File: config.mk
export PLATFORM = sky130hd
export DESIGN_NAME = unaligned_access_ctrl
export DESIGN_NICKNAME = d
export VERILOG_FILES = /design/src/mem_pkg.sv /design/src/unaligned_access_ctrl.sv
export SDC_FILE = /design/constraint.sdc
export NUM_CORES = 1
export LEC_CHECK = 0
export ABC_CLOCK_PERIOD_IN_PS = 3420
export BUFFER_PORTS_ARGS = -buffer_cell sky130_fd_sc_hd__buf_2
export CORE_AREA = 2 2 125 127
export CTS_CLUSTER_DIAMETER = 100
export CTS_CLUSTER_SIZE = 20
export DETAILED_ROUTE_END_ITERATION = 12
export DIE_AREA = 0 0 127 129
export PLACE_DENSITY = 0.84
export SETUP_SLACK_MARGIN = 0.02
export SLEW_MARGIN = 20
export SYNTH_ARGS = -nofsm -noshare
export SYNTH_HDL_FRONTEND = slang
export SYNTH_SLANG_ARGS = --single-unit
File: constraint.sdc
create_clock -name clk -period 3.42 [get_ports clk]
set_input_delay 0 -clock clk [delete_from_list [all_inputs] [get_ports clk]]
set_output_delay 0 -clock clk [all_outputs]
set_load 0.02 [all_outputs]
File: src/mem_pkg.sv
`default_nettype none

package mem_pkg;

    localparam int DATA_W    = 32;
    localparam int ADDR_W    = 32;
    localparam int MEM_WORDS = 256;                  // 1 KiB
    localparam int IDX_W     = $clog2(MEM_WORDS);
    localparam int BYTES     = DATA_W / 8;
    localparam int OFF_W     = $clog2(BYTES);        // byte offset in a word
    localparam int SH_W      = $clog2(DATA_W) + 1;   // bit shift, up to DATA_W

    // byte addressed, data and mask as seen from addr upward
    typedef struct packed {
        logic              write;
        logic [ADDR_W-1:0] addr;
        logic [DATA_W-1:0] wdata;
        logic [DATA_W-1:0] wmask;
    } mem_cmd_t;

    // word addressed, data and mask already in word position
    typedef struct packed {
        logic              write;
        logic [IDX_W-1:0]  index;
        logic [DATA_W-1:0] wdata;
        logic [DATA_W-1:0] wmask;
    } ram_cmd_t;

endpackage

`default_nettype wire
File: src/unaligned_access_ctrl.sv
`default_nettype none
`timescale 1ns/10ps

module unaligned_access_ctrl (
    input  wire                         clk,
    input  wire                         arst_n,

    input  wire                         mem_cmd_start,
    output logic                        mem_cmd_ready,
    input  wire  mem_pkg::mem_cmd_t     mem_cmd,
    output logic [mem_pkg::DATA_W-1:0]  mem_rdata,
    output logic                        mem_rdata_valid,

    output logic                        ram_cmd_start,
    output mem_pkg::ram_cmd_t           ram_cmd,
    input  wire  [mem_pkg::DATA_W-1:0]  ram_rdata,
    input  wire                         ram_rdata_valid
);
    import mem_pkg::*;

    typedef enum logic {
        ST_IDLE,
        ST_HIGH
    } state_t;

    state_t            state;
    logic              accept;
    logic              unaligned;
    logic [OFF_W-1:0]  off;
    logic [IDX_W-1:0]  idx;
    logic [SH_W-1:0]   lo_sh;
    logic [SH_W-1:0]   hi_sh;
    ram_cmd_t          lo_cmd;
    ram_cmd_t          hi_cmd;
    ram_cmd_t          hi_q;       // second half, issued the cycle after accept
    logic              lo_pend;    // next ram read data is a low half
    logic [OFF_W-1:0]  rd_off_q;
    logic [SH_W-1:0]   rd_lo_sh;
    logic [SH_W-1:0]   rd_hi_sh;
    logic [DATA_W-1:0] lo_q;

    assign mem_cmd_ready = (state == ST_IDLE);
    assign accept        = mem_cmd_start && mem_cmd_ready;

    assign off       = mem_cmd.addr[OFF_W-1:0];
    assign idx       = mem_cmd.addr[OFF_W +: IDX_W];
    assign unaligned = (off != '0);
    assign lo_sh     = {1'b0, off, 3'b000};
    assign hi_sh     = SH_W'(DATA_W) - lo_sh;

    // low word takes the bytes from off upward, high word gets the spill
    always_comb begin
        lo_cmd.write = mem_cmd.write;
        lo_cmd.index = idx;
        lo_cmd.wdata = mem_cmd.wdata << lo_sh;
        lo_cmd.wmask = mem_cmd.wmask << lo_sh;

        hi_cmd.write = mem_cmd.write;
        hi_cmd.index = idx + 1'b1;              // wraps at MEM_WORDS
        hi_cmd.wdata = mem_cmd.wdata >> hi_sh;
        hi_cmd.wmask = mem_cmd.wmask >> hi_sh;
    end

    always_comb begin
        ram_cmd_start = 1'b0;
        ram_cmd       = lo_cmd;
        if (state == ST_HIGH) begin
            ram_cmd_start = 1'b1;
            ram_cmd       = hi_q;
        end else if (mem_cmd_start) begin
            ram_cmd_start = 1'b1;
        end
    end

    always_ff @(posedge clk or negedge arst_n) begin
        if (!arst_n) begin
            state    <= ST_IDLE;
            lo_pend  <= 1'b0;
            rd_off_q <= '0;
        end else begin
            lo_pend <= accept && unaligned && !mem_cmd.write;
            if (accept && !mem_cmd.write) begin
                rd_off_q <= off;
            end
            case (state)
                ST_IDLE: begin
                    if (accept && unaligned) begin
                        state <= ST_HIGH;
                    end
                end
                ST_HIGH: begin
                    state <= ST_IDLE;
                end
                default: begin
                    state <= ST_IDLE;
                end
            endcase
        end
    end

    assign rd_lo_sh = {1'b0, rd_off_q, 3'b000};
    assign rd_hi_sh = SH_W'(DATA_W) - rd_lo_sh;

    always_ff @(posedge clk) begin
        if (accept) begin
            hi_q <= hi_cmd;
        end
        if (ram_rdata_valid && lo_pend) begin
            lo_q <= ram_rdata >> rd_lo_sh;   // bytes at off..3 moved down
        end
    end

    assign mem_rdata_valid = ram_rdata_valid && !lo_pend;
    assign mem_rdata       = (rd_off_q == '0) ? ram_rdata
                                              : (lo_q | (ram_rdata << rd_hi_sh));

    // the arbiter must see ready low and hold off while the high half goes out
    a_no_start_in_high: assert property (
        @(posedge clk) disable iff (!arst_n)
        (state == ST_HIGH) |-> !mem_cmd_start
    );

endmodule

`default_nettype wire

==> metrics.cfg, run 1 <==
[run_status]
status = completed

[clock_tree]
root_buffer = clkbuf_16
cts_max_level = 3
cts-buffers-inserted = 9
clk_latency_ps = 360
clockBufferDepth = 2
cts-resized-gates = 0
cts_sinks = 109
cts_hold_buffers = 36
cts_tree = built
post_cts_buffers = 0
clk_pin_slew_ps = 70

[floorplan]
rows = 45
dieArea_um2 = 16400
initial_core_util_pct = 51.1
core_region_area_um2 = 15000
die_h_um = 129
dieWidth_um = 127
ioPinCount = 241

[power]
total_power_mw = 4.37
ir_worst_vdd_mv = 0.252
cellPowerDensity_nw_per_um2 = 466
leakage_nw = 4.01

[global_route]
antenna_found_initial = 0
grt_max_degree = 76
grt_pass1_wl_um = 32100
track_usage_pct = 24.6
grt_overflow_total = 0
grt_pass1_vias = 6168

[timing]
fin_worst_skew_ps = 4.02
finalCritPeriodShare_pct = 79.8
hold_ws_ps = 13.1
drv_slew = 0
setup_viol = 0
timing.fmax_ghz = 0.366
min_period_ps = 2730
rsz0062_at_grt = no
fin_ws_ps = 690
fin_setup_tns_ps = 0
hold_viol = 0
slew_headroom_pct = 26.1
tightest_slew_ps = 1100

[synth]
ys_types = 43
yosys.area.top_type = edfxtp_1
synth_cells = 722
yosys_most_used_dff = edfxtp_1
avgSynthCellArea_um2 = 10.6
seq_area_frac_synth_pct = 42.5
syn-cell-area_um2 = 7650
synth.top_cell.area_share_pct = 41.2
ys_warn_count = 0
async_flop_share_pct = 3.67
syn_nets = 860
synth_area_leaders = edfxtp_1 41%, mux2i_1 14%, nor2b_1 4.3%
synth-edff-count = 105
yosys_register_bits = 109

[layout]
fin_util_pct = 62.7
nets = 1070
drive_above_1_share_pct = 29.8
final_common_cell = buf_2
syn_to_final_growth_pct = 22.8
layoutNonFillerInstCount = 1123
nFillCells = 1213
antenna_cells = 0
final_cell_mix = 217 x buf_2, 105 x mux2i_1, 105 x edfxtp_1, 52 x nor2b_1, 50 x nand2_1
final_cell_area_um2 = 9390

[critical_path]
cp-start-kind = register
cpMaxStageDelayCell = ha_1
criticalPathCategory = reg2out
cp_data_arrival_time_ps = 2730
critPathRequiredTime_ps = 3420
critical_path.startpoint = rd_off_q[1]
r2r_start = state
end_kind = primary output
critPathMaxFanout = 15
cp_cell_sequence = inv_1 > ha_1 > buf_4 > mux4_2 > nor3_1 > a21oi_1 > buf_2
worstRegToRegCells = 3
critPathMaxStageDelay_ps = 700

[place]
place.gp.congestion = 0.855
pre_cts_ws_ps = 1060
dpl_cell_area_um2 = 8720
placed_cells = 1073
portBuffers = 218
detailed_place_hpwl_um = 14600

[min_path]
hp-class = in2reg
holdPathStages = 3
hold_start = ram_rdata[23]

[detailed_routing]
viasPerCell = 5.95
first_pass_iters = 7
ant_nets = 0
dr_total_vias = 6683
drt_iter0_markers = 601
wire_per_inst_um = 18.4
drt_wl_total_um = 20700
drcViolationCount = 0

[flow_run]
drv_cap = 0

==> where the power goes <==
| group | switching [mW] | internal [mW] | total (mW) |
|---|---|---|---|
| registers | 0.0277 | 1.58 | 1.61 |
| logic | 1.02 | 0.626 | 1.65 |
| clock network | 0.486 | 0.632 | 1.12 |
==> cells by family after synthesis <==
logic type      count (synthesis)  share of synthesized area (%)
simple gates                  194                           13.4
compound gates                186                           19.1
mux                           130                           17.6
flops                         109                           42.5
buf+inv                        92                           5.91
xor+xnor                        6                          0.687
fa+ha+maj                       5                          0.818
==> layer usage <==
layer	GRT usage [%]	vias up	share of wire (%)
li1	-	3169	-
met1	33.7	3162	43
met2	39.6	314	47
met3	3.78	38	7.3
met4	10.2	0	2.8
met5	0	-	0
==> state kept, by name (all words and copies together) (netlist names) <==
register  flops
rd_off_q      2
lo_q         32
lo_pend       1
hi_q         73
state         1
==> cells in the mapped netlist (all sizes together), types with 8 or more instances <==
cell type / number
nor2b: 53
mux2: 24
and2: 24
a22o: 24
a21oi: 9
a221o: 8
o22a: 23
nor3: 10
o2bb2ai: 15
a222oi: 16
clkbuf: 19
nand2: 50
mux2i: 105
nor2: 37
buf: 47
and3b: 8
edfxtp: 105
a211oi: 40
o21ai: 33
inv: 25
a311oi: 8
==> final cells by class <==
type / count / area [um2] / area share [%]
Clock inverter: 5 / 77.6 / 0.826
Inverter: 26 / 97.6 / 1.04
Multi-Input combinational cell: 521 / 3950 / 42.1
Sequential cell: 109 / 3260 / 34.7
Clock buffer: 9 / 225 / 2.40
Tap cell: 188 / 235 / 2.51
Timing Repair Buffer: 265 / 1550 / 16.5
==> worst max-delay path, delay by kind of cell (launching register included) <==
kind,cells,cell delay (ps)
compound gates,1,60
fa+ha+maj,1,700
buf+inv,3,600
flops,1,340
mux,1,530
simple gates,1,140
==> final timing paths <==
path	to	slack, ps
max reg2reg	hi_q[57]	1400
max	mem_rdata[24]	690
min	lo_q[15]	10
min in group asynchronous	state	20
max in group asynchronous	rd_off_q[0]	3270
min reg2reg	rd_off_q[0]	590
No activity file was read; power rests on OpenSTA's default activity.
==> run 2, diff against run 1 <==
--- a/config.mk
+++ b/config.mk
@@ -5,7 +5,7 @@
 export SDC_FILE = /design/constraint.sdc
 export NUM_CORES = 1
 export LEC_CHECK = 0
-export ABC_CLOCK_PERIOD_IN_PS = 3420
+export ABC_CLOCK_PERIOD_IN_PS = 2650
 export BUFFER_PORTS_ARGS = -buffer_cell sky130_fd_sc_hd__buf_2
 export CORE_AREA = 2 2 125 127
 export CTS_CLUSTER_DIAMETER = 100
==> constraint.sdc (replaced) <==
create_clock -name clk -period 2.65 [get_ports clk]
set_input_delay 0 -clock clk [delete_from_list [all_inputs] [get_ports clk]]
set_output_delay 0 -clock clk [all_outputs]
set_load 0.02 [all_outputs]
==> metrics.cfg, run 2 (synthesis gave the netlist of run 1 again) <==
[power]
ir_worst_vdd_mv = 0.334
total_power_mw = 5.58
leakage_nw = 4.02
cellPowerDensity_nw_per_um2 = 594

[critical_path]
critPathMaxFanout = 16
critPathTopFamily = buffers and inverters
path_buf_inv = 3
cp_cell_sequence = inv_2 > ha_1 > clkinv_1 > o31ai_4 > a221o_1 > buf_2
cp_data_arrival_time_ps = 2530
critPathRequiredTime_ps = 2650
critPathMaxStageDelay_ps = 450
end_kind = primary output
criticalPathCategory = reg2out
cpMaxStageDelayCell = clkinv_1
cp-start-kind = register

[timing]
min_period_ps = 2530
tightest_slew_ps = 1090
drv_slew = 0
hold_viol = 0
fin_worst_skew_ps = 9.85
rsz0062_at_grt = no
timing.fmax_ghz = 0.396
setup_viol = 0
fin_setup_tns_ps = 0
slew_headroom_pct = 26.9
finalCritPeriodShare_pct = 95.3

[clock_tree]
cts_tree = built
root_buffer = clkbuf_16
cts_max_level = 3
clockBufferDepth = 2
clk_pin_slew_ps = 70
clk_latency_ps = 350
cts_sinks = 109
cts-buffers-inserted = 9

[detailed_routing]
drt_wl_total_um = 21100
dr_total_vias = 6700
viasPerCell = 5.94
drt_iter0_markers = 519
drcViolationCount = 0
wire_per_inst_um = 18.7
first_pass_iters = 6
ant_nets = 0

[global_route]
grt_pass1_wl_um = 32500
antenna_found_initial = 0
track_usage_pct = 25.0
grt_max_degree = 64
grt_overflow_total = 0
grt_pass1_vias = 6238

[min_path]
hp-class = in2async

[flow_run]
drv_cap = 0

[run_status]
status = completed

[layout]
largest_reg_flops = 73
drive_above_1_share_pct = 30.2
syn_to_final_growth_pct = 22.9
largest_register = hi_q
nets = 1072
largestRegisters = hi_q (73), lo_q (32), rd_off_q (2)
final_common_cell = buf_2
antenna_cells = 0
final_cell_mix = 217 x buf_2, 105 x mux2i_1, 105 x edfxtp_1, 52 x nor2b_1, 50 x nand2_1

[floorplan]
die_h_um = 129
rows = 45
core_region_area_um2 = 15000
ioPinCount = 241
dieArea_um2 = 16400
initial_core_util_pct = 51.1
dieWidth_um = 127

[place]
place.gp.congestion = 0.872
detailed_place_hpwl_um = 14800
portBuffers = 218

## run 2: metrics by stage
step | utilization [%] | hold WS [ps] | area, um2 | worst slack [ps] | std cells
global route | 62.7 | 12.0 | 9400 | 35.2 | 1127
floorplan | - | -296 | 7650 | 112 | 722
CTS | 62.7 | 0.975 | 9390 | 62.9 | 1127
finish | 62.7 | 9.90 | 9400 | 124 | 1127
detailed placement | 58.5 | -184 | 8760 | 446 | 1077
global placement | 58.5 | -185 | 8760 | 482 | 1077
## run 2: report_power, final
| group | internal (mW) | switching [mW] |
|---|---|---|
| clock | 0.728 | 0.635 |
| sequential | 2.04 | 0.0362 |
| combinational | 0.822 | 1.32 |
## run 2: path summary, 6_finish.rpt
check / startpoint / end / slack [ps] / cells after the start
worst max-delay path: rd_off_q[0] / mem_rdata[14] / 120 / 6
worst min-delay path: arst_n / lo_pend / 10 / 2
min in group clk: ram_rdata[20] / lo_q[12] / 10 / 3
worst max register to register: rd_off_q[0] / lo_q[15] / 700 / 4
max in group asynchronous: arst_n / rd_off_q[0] / 2490 / 2
worst min register to register: rd_off_q[1] / rd_off_q[1] / 590 / 2
## run 2: area by class of cell
class	count	area, um2
multi-input combinational	521	3950
tap	188	235
clock inverter	7	63.8
timing repair buffer	267	1570
inverter	26	97.6
sequential	109	3260
clock buffer	9	225
fill	1187	5580
## run 2: layer usage
metal | vias up | routed length, um | track usage (%)
met4 | 0 | 422 | 8.66
met1 | 3123 | 8800 | 33.5
li1 | 3182 | - | -
met3 | 28 | 1710 | 3.33
met5 | - | 0 | 0
met2 | 367 | 10100 | 42.1
## run 2: repair_timing
item / 4_1_cts / 5_1_grt
endpoints found under the setup margin: 0 / 4
hold endpoints to repair: 37 / 0
hold buffers: 34 / 0
gates resized for setup: 0 / 1
setup buffers: 0 / 0
