==> src/mem_pkg.sv <==
`default_nettype none

package mem_pkg;

    localparam int DATA_W    = 32;
    localparam int ADDR_W    = 32;
    localparam int MEM_WORDS = 256;                  // 1 KiB
    localparam int IDX_W     = $clog2(MEM_WORDS);
    localparam int BYTES     = DATA_W / 8;
    localparam int OFF_W     = $clog2(BYTES);        // byte offset in a word
    localparam int SH_W      = $clog2(DATA_W) + 1;   // bit shift, up to DATA_W

    // byte addressed, data and mask as seen from addr upward
    typedef struct packed {
        logic              write;
        logic [ADDR_W-1:0] addr;
        logic [DATA_W-1:0] wdata;
        logic [DATA_W-1:0] wmask;
    } mem_cmd_t;

    // word addressed, data and mask already in word position
    typedef struct packed {
        logic              write;
        logic [IDX_W-1:0]  index;
        logic [DATA_W-1:0] wdata;
        logic [DATA_W-1:0] wmask;
    } ram_cmd_t;

endpackage

`default_nettype wire
==> src/mem_port_arbiter.sv <==
`default_nettype none
`timescale 1ns/10ps

module mem_port_arbiter (
    input  wire                         clk,
    input  wire                         arst_n,

    input  wire                         inst_start,
    output logic                        inst_ready,
    input  wire  [mem_pkg::ADDR_W-1:0]  i_addr,
    output logic [mem_pkg::DATA_W-1:0]  inst,
    output logic                        inst_valid,

    input  wire                         d_cmd_start,
    output logic                        d_cmd_ready,
    input  wire  mem_pkg::mem_cmd_t     d_cmd,
    output logic [mem_pkg::DATA_W-1:0]  rdata,
    output logic                        rdata_valid,

    output logic                        mem_cmd_start,
    input  wire                         mem_cmd_ready,
    output mem_pkg::mem_cmd_t           mem_cmd,
    input  wire  [mem_pkg::DATA_W-1:0]  mem_rdata,
    input  wire                         mem_rdata_valid
);
    import mem_pkg::*;

    typedef enum logic [1:0] {
        ST_IDLE,
        ST_WAIT_READY,
        ST_WAIT_READ
    } state_t;

    state_t            state;
    logic              cmd_is_inst;   // access in flight is a fetch
    logic              save_d_pend;   // data cmd queued behind the fetch
    logic [ADDR_W-1:0] save_i_addr;
    mem_cmd_t          save_d_cmd;
    logic [DATA_W-1:0] inst_q;
    logic [DATA_W-1:0] rdata_q;
    mem_cmd_t          fetch_cmd;
    logic              chain_d;

    assign inst_ready  = (state == ST_IDLE);
    assign d_cmd_ready = (state == ST_IDLE);

    // fetch result arriving with a data cmd waiting behind it
    assign chain_d = (state == ST_WAIT_READ) && mem_rdata_valid && cmd_is_inst && save_d_pend;

    always_comb begin
        fetch_cmd      = '0;
        fetch_cmd.addr = (state == ST_IDLE) ? i_addr : save_i_addr;
    end

    always_comb begin
        mem_cmd_start = 1'b0;
        mem_cmd       = save_d_cmd;
        case (state)
            ST_IDLE: begin
                mem_cmd_start = mem_cmd_ready && (inst_start || d_cmd_start);
                mem_cmd       = inst_start ? fetch_cmd : d_cmd;   // fetch first
            end
            ST_WAIT_READY: begin
                mem_cmd_start = mem_cmd_ready;
                mem_cmd       = cmd_is_inst ? fetch_cmd : save_d_cmd;
            end
            ST_WAIT_READ: begin
                mem_cmd_start = chain_d && mem_cmd_ready;
            end
            default: begin
                mem_cmd_start = 1'b0;
            end
        endcase
    end

    assign inst_valid  = (state == ST_WAIT_READ) && mem_rdata_valid && cmd_is_inst;
    assign rdata_valid = (state == ST_WAIT_READ) && mem_rdata_valid && !cmd_is_inst;

    assign inst  = inst_valid ? mem_rdata : inst_q;
    assign rdata = rdata_valid ? mem_rdata : rdata_q;

    always_ff @(posedge clk or negedge arst_n) begin
        if (!arst_n) begin
            state       <= ST_IDLE;
            cmd_is_inst <= 1'b0;
            save_d_pend <= 1'b0;
        end else begin
            case (state)
                ST_IDLE: begin
                    save_d_pend <= inst_start && d_cmd_start;
                    if (inst_start) begin
                        cmd_is_inst <= 1'b1;
                        state       <= mem_cmd_ready ? ST_WAIT_READ : ST_WAIT_READY;
                    end else if (d_cmd_start) begin
                        cmd_is_inst <= 1'b0;
                        if (!mem_cmd_ready) begin
                            state <= ST_WAIT_READY;
                        end else if (!d_cmd.write) begin
                            state <= ST_WAIT_READ;
                        end
                    end
                end
                ST_WAIT_READY: begin
                    if (mem_cmd_ready) begin
                        // a store has nothing to wait for
                        state <= (!cmd_is_inst && save_d_cmd.write) ? ST_IDLE : ST_WAIT_READ;
                    end
                end
                ST_WAIT_READ: begin
                    if (chain_d) begin
                        cmd_is_inst <= 1'b0;
                        save_d_pend <= 1'b0;
                        if (!mem_cmd_ready) begin
                            state <= ST_WAIT_READY;
                        end else if (save_d_cmd.write) begin
                            state <= ST_IDLE;
                        end
                    end else if (mem_rdata_valid) begin
                        state <= ST_IDLE;
                    end
                end
                default: begin
                    state <= ST_IDLE;
                end
            endcase
        end
    end

    always_ff @(posedge clk) begin
        if (state == ST_IDLE) begin
            save_i_addr <= i_addr;
            save_d_cmd  <= d_cmd;
        end
        if (inst_valid) begin
            inst_q <= mem_rdata;
        end
        if (rdata_valid) begin
            rdata_q <= mem_rdata;
        end
    end

    // a result arriving outside wait-read would be dropped
    a_result_expected: assert property (
        @(posedge clk) disable iff (!arst_n)
        mem_rdata_valid |-> (state == ST_WAIT_READ)
    );

endmodule

`default_nettype wire

==> config.mk <==
export PLATFORM = sky130hd
export DESIGN_NAME = mem_port_arbiter
export DESIGN_NICKNAME = d
export VERILOG_FILES = /design/src/mem_pkg.sv /design/src/mem_port_arbiter.sv
export SDC_FILE = /design/constraint.sdc
export NUM_CORES = 1
export LEC_CHECK = 0
export BUFFER_PORTS_ARGS = -buffer_cell sky130_fd_sc_hd__buf_2
export CELL_PAD_IN_SITES_DETAIL_PLACEMENT = 0
export CELL_PAD_IN_SITES_GLOBAL_PLACEMENT = 1
export CORE_UTILIZATION = 37
export CTS_CLUSTER_DIAMETER = 50
export CTS_CLUSTER_SIZE = 25
export DETAILED_ROUTE_END_ITERATION = 10
export GPL_TIMING_DRIVEN = 0
export PLACE_DENSITY = 0.82
export SLEW_MARGIN = 10
export SYNTH_ARGS = -nofsm -noshare
export SYNTH_HDL_FRONTEND = slang
export SYNTH_SLANG_ARGS = --single-unit
export TNS_END_PERCENT = 5
==> constraint.sdc <==
create_clock -name clk -period 3.18 [get_ports clk]
set_clock_uncertainty 0.1 [all_clocks]
set_input_delay 0.159 -clock clk [delete_from_list [all_inputs] [get_ports clk]]
set_output_delay 0.159 -clock clk [all_outputs]
set_load 0.005 [all_outputs]
==> metrics, run 1 <==
status completed; Register Area 0.00493 mm2; Post-synth EDFFs 97; sequential area share after synthesis 60.9%; final worst setup slack 0.345 ns; DP Wirelength 16000 um; clock share of power 18.6%; Setup crit start kind flip-flop; clock tree buffer depth 2; Total GRT Usage 21.4%; Clock transition at path regs 0.07 ns; Routed Wire Length 24300 um; DRT antenna net count 0; Net Sw Frac 34.6%; CTS tree built; I/O Buffers 331; total power draw 11.1 mW; top cell type by total area after synthesis edfxtp_1; post-CTS sizing 0; Gate power share 43.7%; post-synthesis average cell area 12.2 um2; Synth top area share 35.9%; post-synthesis cell type count 34; fin. max-slew vios 0; initial antenna violation count 0; Cell Pwr Density 904 mW/mm2; CP max FO 108; Num CTS Buffers 17; # setup viols final 0; Post-layout nets 1344; R2R Setup Slk 0.83 ns; diode count 0; Fin. Hold Viols 0; Worst Path Class, Setup flip-flop to output port; Final Cycle Share 89.2%; Tmin final 2.84 ns; average routed wire per standard cell 16.6 um; most frequent cells in the layout 355 x buf_2, 165 x dlygate4sd3_1, 130 x nand2_1; mapped cell area 0.00810 mm2; area of the die 0.0225 mm2; clock root buffer master clkbuf_16; CTS H-tree depth 4; Worst Setup End Kind output port; core box area 0.0212 mm2; RSZ-0062 raised after global routing no; routability congestion estimate 0.754; DIE WIDTH 150 um; hold buffers post-CTS 165; Worst Hold Class input port to flip-flop; first-pass GRT wire length 36900 um; Multi-input gate area 0.00283 mm2; fin cells 1465; WP data required 2.92 ns; Inst Count DP 1268; clk_lat worst skew 0.42 ns; Area Growth Syn to Fin 52.1%; starting density of the core 38.2%; Vias 6958; largest net degree at the start of global routing 109; Slew HR 28.4%; Post-Syn Nets 829; achievable frequency 0.353 GHz; drt first pass iters 6; Post-CTS Setup Inserts 0; Cell Area, Placed 0.0101 mm2; max cap viols 0; most common cell after layout, fill and taps aside buf_2; layout cell share with drive strength beyond 1 39.8%; # fillers 1777; Psw 3.86 mW; main area contributors after synthesis edfxtp_1 36%, dfxtp_1 24%, a22o_1 7.0%; Int Pwr 7.28 mW; Yosys reg bits 197; leak pwr 5.69 nW; vias in the first global route 6993; Vert. Die Dim 150 um; IO Pins 333; main flop type after synthesis edfxtp_1; Sequential Power Share 37.7%; GRT overflow 0; actual slew at the worst max-slew pin 1.07 ns; setup_tns 0 ns; Post-synth ARST share 2.03%; Cell Rows 53; yosys warns 0; cell area after layout 0.0123 mm2; pre-CTS WS 0.683 ns; CTS Sinks 197; VDD IR max 542 uV; vias per cell 4.75; DR iter-0 viols 276; Mapped Cells 662; CP arrival 2.58 ns; DR DRC count 0
[power by group through the flow]
| stage | clock network (mW) | registers (mW) | logic [mW] |
|---|---|---|---|
| 2_1_floorplan | 0 | 4.14 | 2.77 |
| 3_3_place_gp | 0 | 4.21 | 4.66 |
| 3_5_place_dp | 0 | 4.24 | 4.71 |
| 4_1_cts | 2.13 | 4.19 | 4.89 |
| 5_1_grt | 2.24 | 4.30 | 5.35 |
| 6_report | 2.08 | 4.20 | 4.87 |
[critical path, cell delays in order (launching register included)]
cell,delay [ns]
dfrtp_1,0.36
buf_2,0.17
nor2_2,0.42
buf_6,0.74
buf_4,0.23
buf_2,0.10
[path summary, 6_finish.rpt]
| kind | from | cells past startpoint | endpoint |
|---|---|---|---|
| worst max-delay path | state[1] | 5 | inst_ready |
| worst min-delay path | mem_rdata_valid | 4 | state[1] |
| worst max register to register | state[1] | 3 | save_d_cmd[53] |
| worst min register to register | inst_q[10] | 2 | inst_q[10] |
| max in group asynchronous | arst_n | 3 | state[1] |
| min in group asynchronous | arst_n | 3 | save_d_pend |
[synthesized netlist by cell type (3+ instances only)]
master / count
a22o_1: 65
mux2_2: 35
o21ai_0: 17
clkbuf_1: 8
mux2_4: 29
dfxtp_1: 96
nor2_1: 33
nand2_1: 130
o21ai_1: 17
buf_6: 3
buf_12: 3
mux2i_1: 32
buf_2: 24
nor2b_1: 3
buf_4: 12
nand3_1: 3
a21oi_1: 32
edfxtp_1: 97
dfrtp_1: 4
[cell families after synthesis]
family | after synthesis | share of synthesized area (%)
and+or+nand+nor | 178 | 8.83
buffers and inverters | 52 | 4.21
DFF | 197 | 60.9
AOI/OAI and AO/OA | 139 | 11.9
muxes | 96 | 14.2
[cell type report]
cell class / count / share of cell area (%)
multi-input cells: 413 / 22.9
flip-flops and latches: 197 / 40.0
clock buffers: 17 / 3.45
inverters: 2 / 0.0609
clock inverters: 15 / 1.13
repair buffers: 496 / 26.8
plain buffers: 50 / 2.74
well taps: 275 / 2.79
[stage by stage]
step	hold WS, ns	utilization (%)
2_1_floorplan	-0.237	-
3_3_place_gp	-0.131	47.6
5_1_grt	0.0848	58.1
3_5_place_dp	-0.131	47.6
4_1_cts	0.0361	58.1
6_report	0.0580	58.1
[flip-flops by register name, indices dropped and copies added, names as in the netlist]
register     flops
save_i_addr     32
cmd_is_inst      1
rdata_q         32
state            2
save_d_cmd      97
save_d_pend      1
inst_q          32
[per-layer routing]
metal  track usage [%]  wire length [um]  up-vias
met2              37.7             12100      230
met3              4.27              1330       40
met5                 0                 0        -
met4              9.09               651        0
met1              25.1             10200     3269
li1                  -                 -     3419
Note: power is estimated with default switching activity, not from simulation.
==> inputs of run 2 (changes only) <==
--- a/config.mk
+++ b/config.mk
@@ -5,7 +5,7 @@
 export SDC_FILE = /design/constraint.sdc
 export NUM_CORES = 1
 export LEC_CHECK = 0
-export BUFFER_PORTS_ARGS = -buffer_cell sky130_fd_sc_hd__buf_2
+export BUFFER_PORTS_ARGS = -buffer_cell sky130_fd_sc_hd__buf_4
 export CELL_PAD_IN_SITES_DETAIL_PLACEMENT = 0
 export CELL_PAD_IN_SITES_GLOBAL_PLACEMENT = 1
 export CORE_UTILIZATION = 37
==> metrics, run 2 (synthesized netlist as in run 1, its figures left out) <==
status completed; critical-path cell list buf_2, nor2_2, buf_6, buf_4, buf_4; achievable frequency 0.352 GHz; max cap viols 0; I/O Buffers 331; CTS Sinks 197; clock root buffer master clkbuf_16; R2R Setup Slk 0.82 ns; vias per cell 4.81; leak pwr 5.96 nW; VDD IR max 478 uV; Worst Setup End Kind output port; area of the die 0.0225 mm2; fin. max-slew vios 0; largest reg by FF count save_d_cmd; WP data required 2.92 ns; final worst setup slack 0.338 ns; Worst Path Class, Setup flip-flop to output port; # setup viols final 0; largest net degree at the start of global routing 109; most common cell after layout, fill and taps aside buf_4; cell mode on critical path buf_4; metal2 WL 12500 um; Tmin final 2.84 ns; first-pass GRT wire length 37700 um; IO Pins 333; layout cell share with drive strength beyond 1 39.8%; Slew HR 31.9%; clock tree buffer depth 2; CP max FO 108; CTS tree built; highest routed layer met4; Final Cycle Share 89.4%; delay-heaviest family, CP buffers and inverters; Fin. Hold Viols 0; drt first pass iters 5; DR iter-0 viols 261; Worst Hold Class input port to flip-flop; setup_tns 0 ns; Vias 7042; Area Growth Syn to Fin 62.7%; Routed Wire Length 24900 um; Cell Pwr Density 910 mW/mm2; RSZ-0062 raised after global routing no; CP arrival 2.58 ns; initial antenna violation count 0; CTS H-tree depth 4; pre-CTS WS 0.737 ns; diode count 0; hold buffers post-CTS 165; cell area after layout 0.0132 mm2; Setup crit start kind flip-flop; Cell Area, Placed 0.0109 mm2; GRT overflow 0; routability congestion estimate 0.767; starting density of the core 38.2%; average routed wire per standard cell 17.0 um; Cell Rows 53; core box area 0.0212 mm2; Met1 Routed Length 10300 um; most frequent cells in the layout 342 x buf_4, 165 x dlygate4sd3_1, 130 x nand2_1; Total GRT Usage 21.7%; post-CTS sizing 0; total power draw 12.0 mW; actual slew at the worst max-slew pin 1.02 ns; Num CTS Buffers 17; DR WL met3 1420 um; Post-CTS Setup Inserts 0; DRT antenna net count 0; vias in the first global route 7187; CP Buf/Inv Count 4; DR DRC count 0; number of flip-flops under the largest register name 97; DIE WIDTH 150 um; Post-layout nets 1344; DP Wirelength 16700 um; slowest CP cell buf_6; # fillers 1682; Vert. Die Dim 150 um; clk_lat worst skew 0.42 ns; Clock transition at path regs 0.07 ns; Largest stage delay, worst path 0.80 ns
-- run 2: where the power goes --
group | internal (mW) | total, mW | switching, mW | leakage (nW)
clock network | 1.07 | 2.18 | 1.11 | 0.296
registers | 3.87 | 4.21 | 0.338 | 1.79
logic | 3.03 | 5.62 | 2.58 | 3.87
-- run 2: cell type report --
| type | instances | area (um2) | area share, % |
|---|---|---|---|
| flip-flops and latches | 197 | 4930 | 37.4 |
| clock buffers | 17 | 425 | 3.23 |
| multi-input cells | 413 | 2830 | 21.4 |
| repair buffers | 496 | 4140 | 31.4 |
| inverters | 2 | 7.51 | 0.0569 |
| well taps | 275 | 344 | 2.61 |
| clock inverters | 15 | 175 | 1.33 |
| plain buffers | 50 | 338 | 2.56 |
-- run 2: through the flow --
step	std cells	util, %	hold slack [ns]
after floorplan	662	-	-0.237
after global placement	1268	51.5	-0.142
after detailed placement	1268	51.5	-0.139
after CTS	1465	62.2	0.00631
after global routing	1465	62.2	0.0566
final	1465	62.2	0.0276
-- run 2: worst reg2reg max path, stage by stage, from the launching register on --
cell	delay, ns
dfrtp_1	0.36
buf_2	0.17
nor2_2	0.39
buf_6	0.80
mux2_2	0.44
-- run 2: per-layer routing --
metal,vias up,GRT usage (%)
li1,3418,-
met1,3340,25.3
met2,241,38.9
met3,43,4.30
met4,0,8.94
met5,-,0
-- run 2: path summary, 6_finish.rpt --
path                                  end       startpoint  depth (start not counted)
setup / recovery               inst_ready         state[1]                          5
hold / removal                   state[1]  mem_rdata_valid                          4
setup reg to reg           save_i_addr[2]         state[1]                          4
hold reg to reg                inst_q[24]       inst_q[24]                          2
max in group asynchronous        state[1]           arst_n                          3
min in group asynchronous        state[0]           arst_n                          3
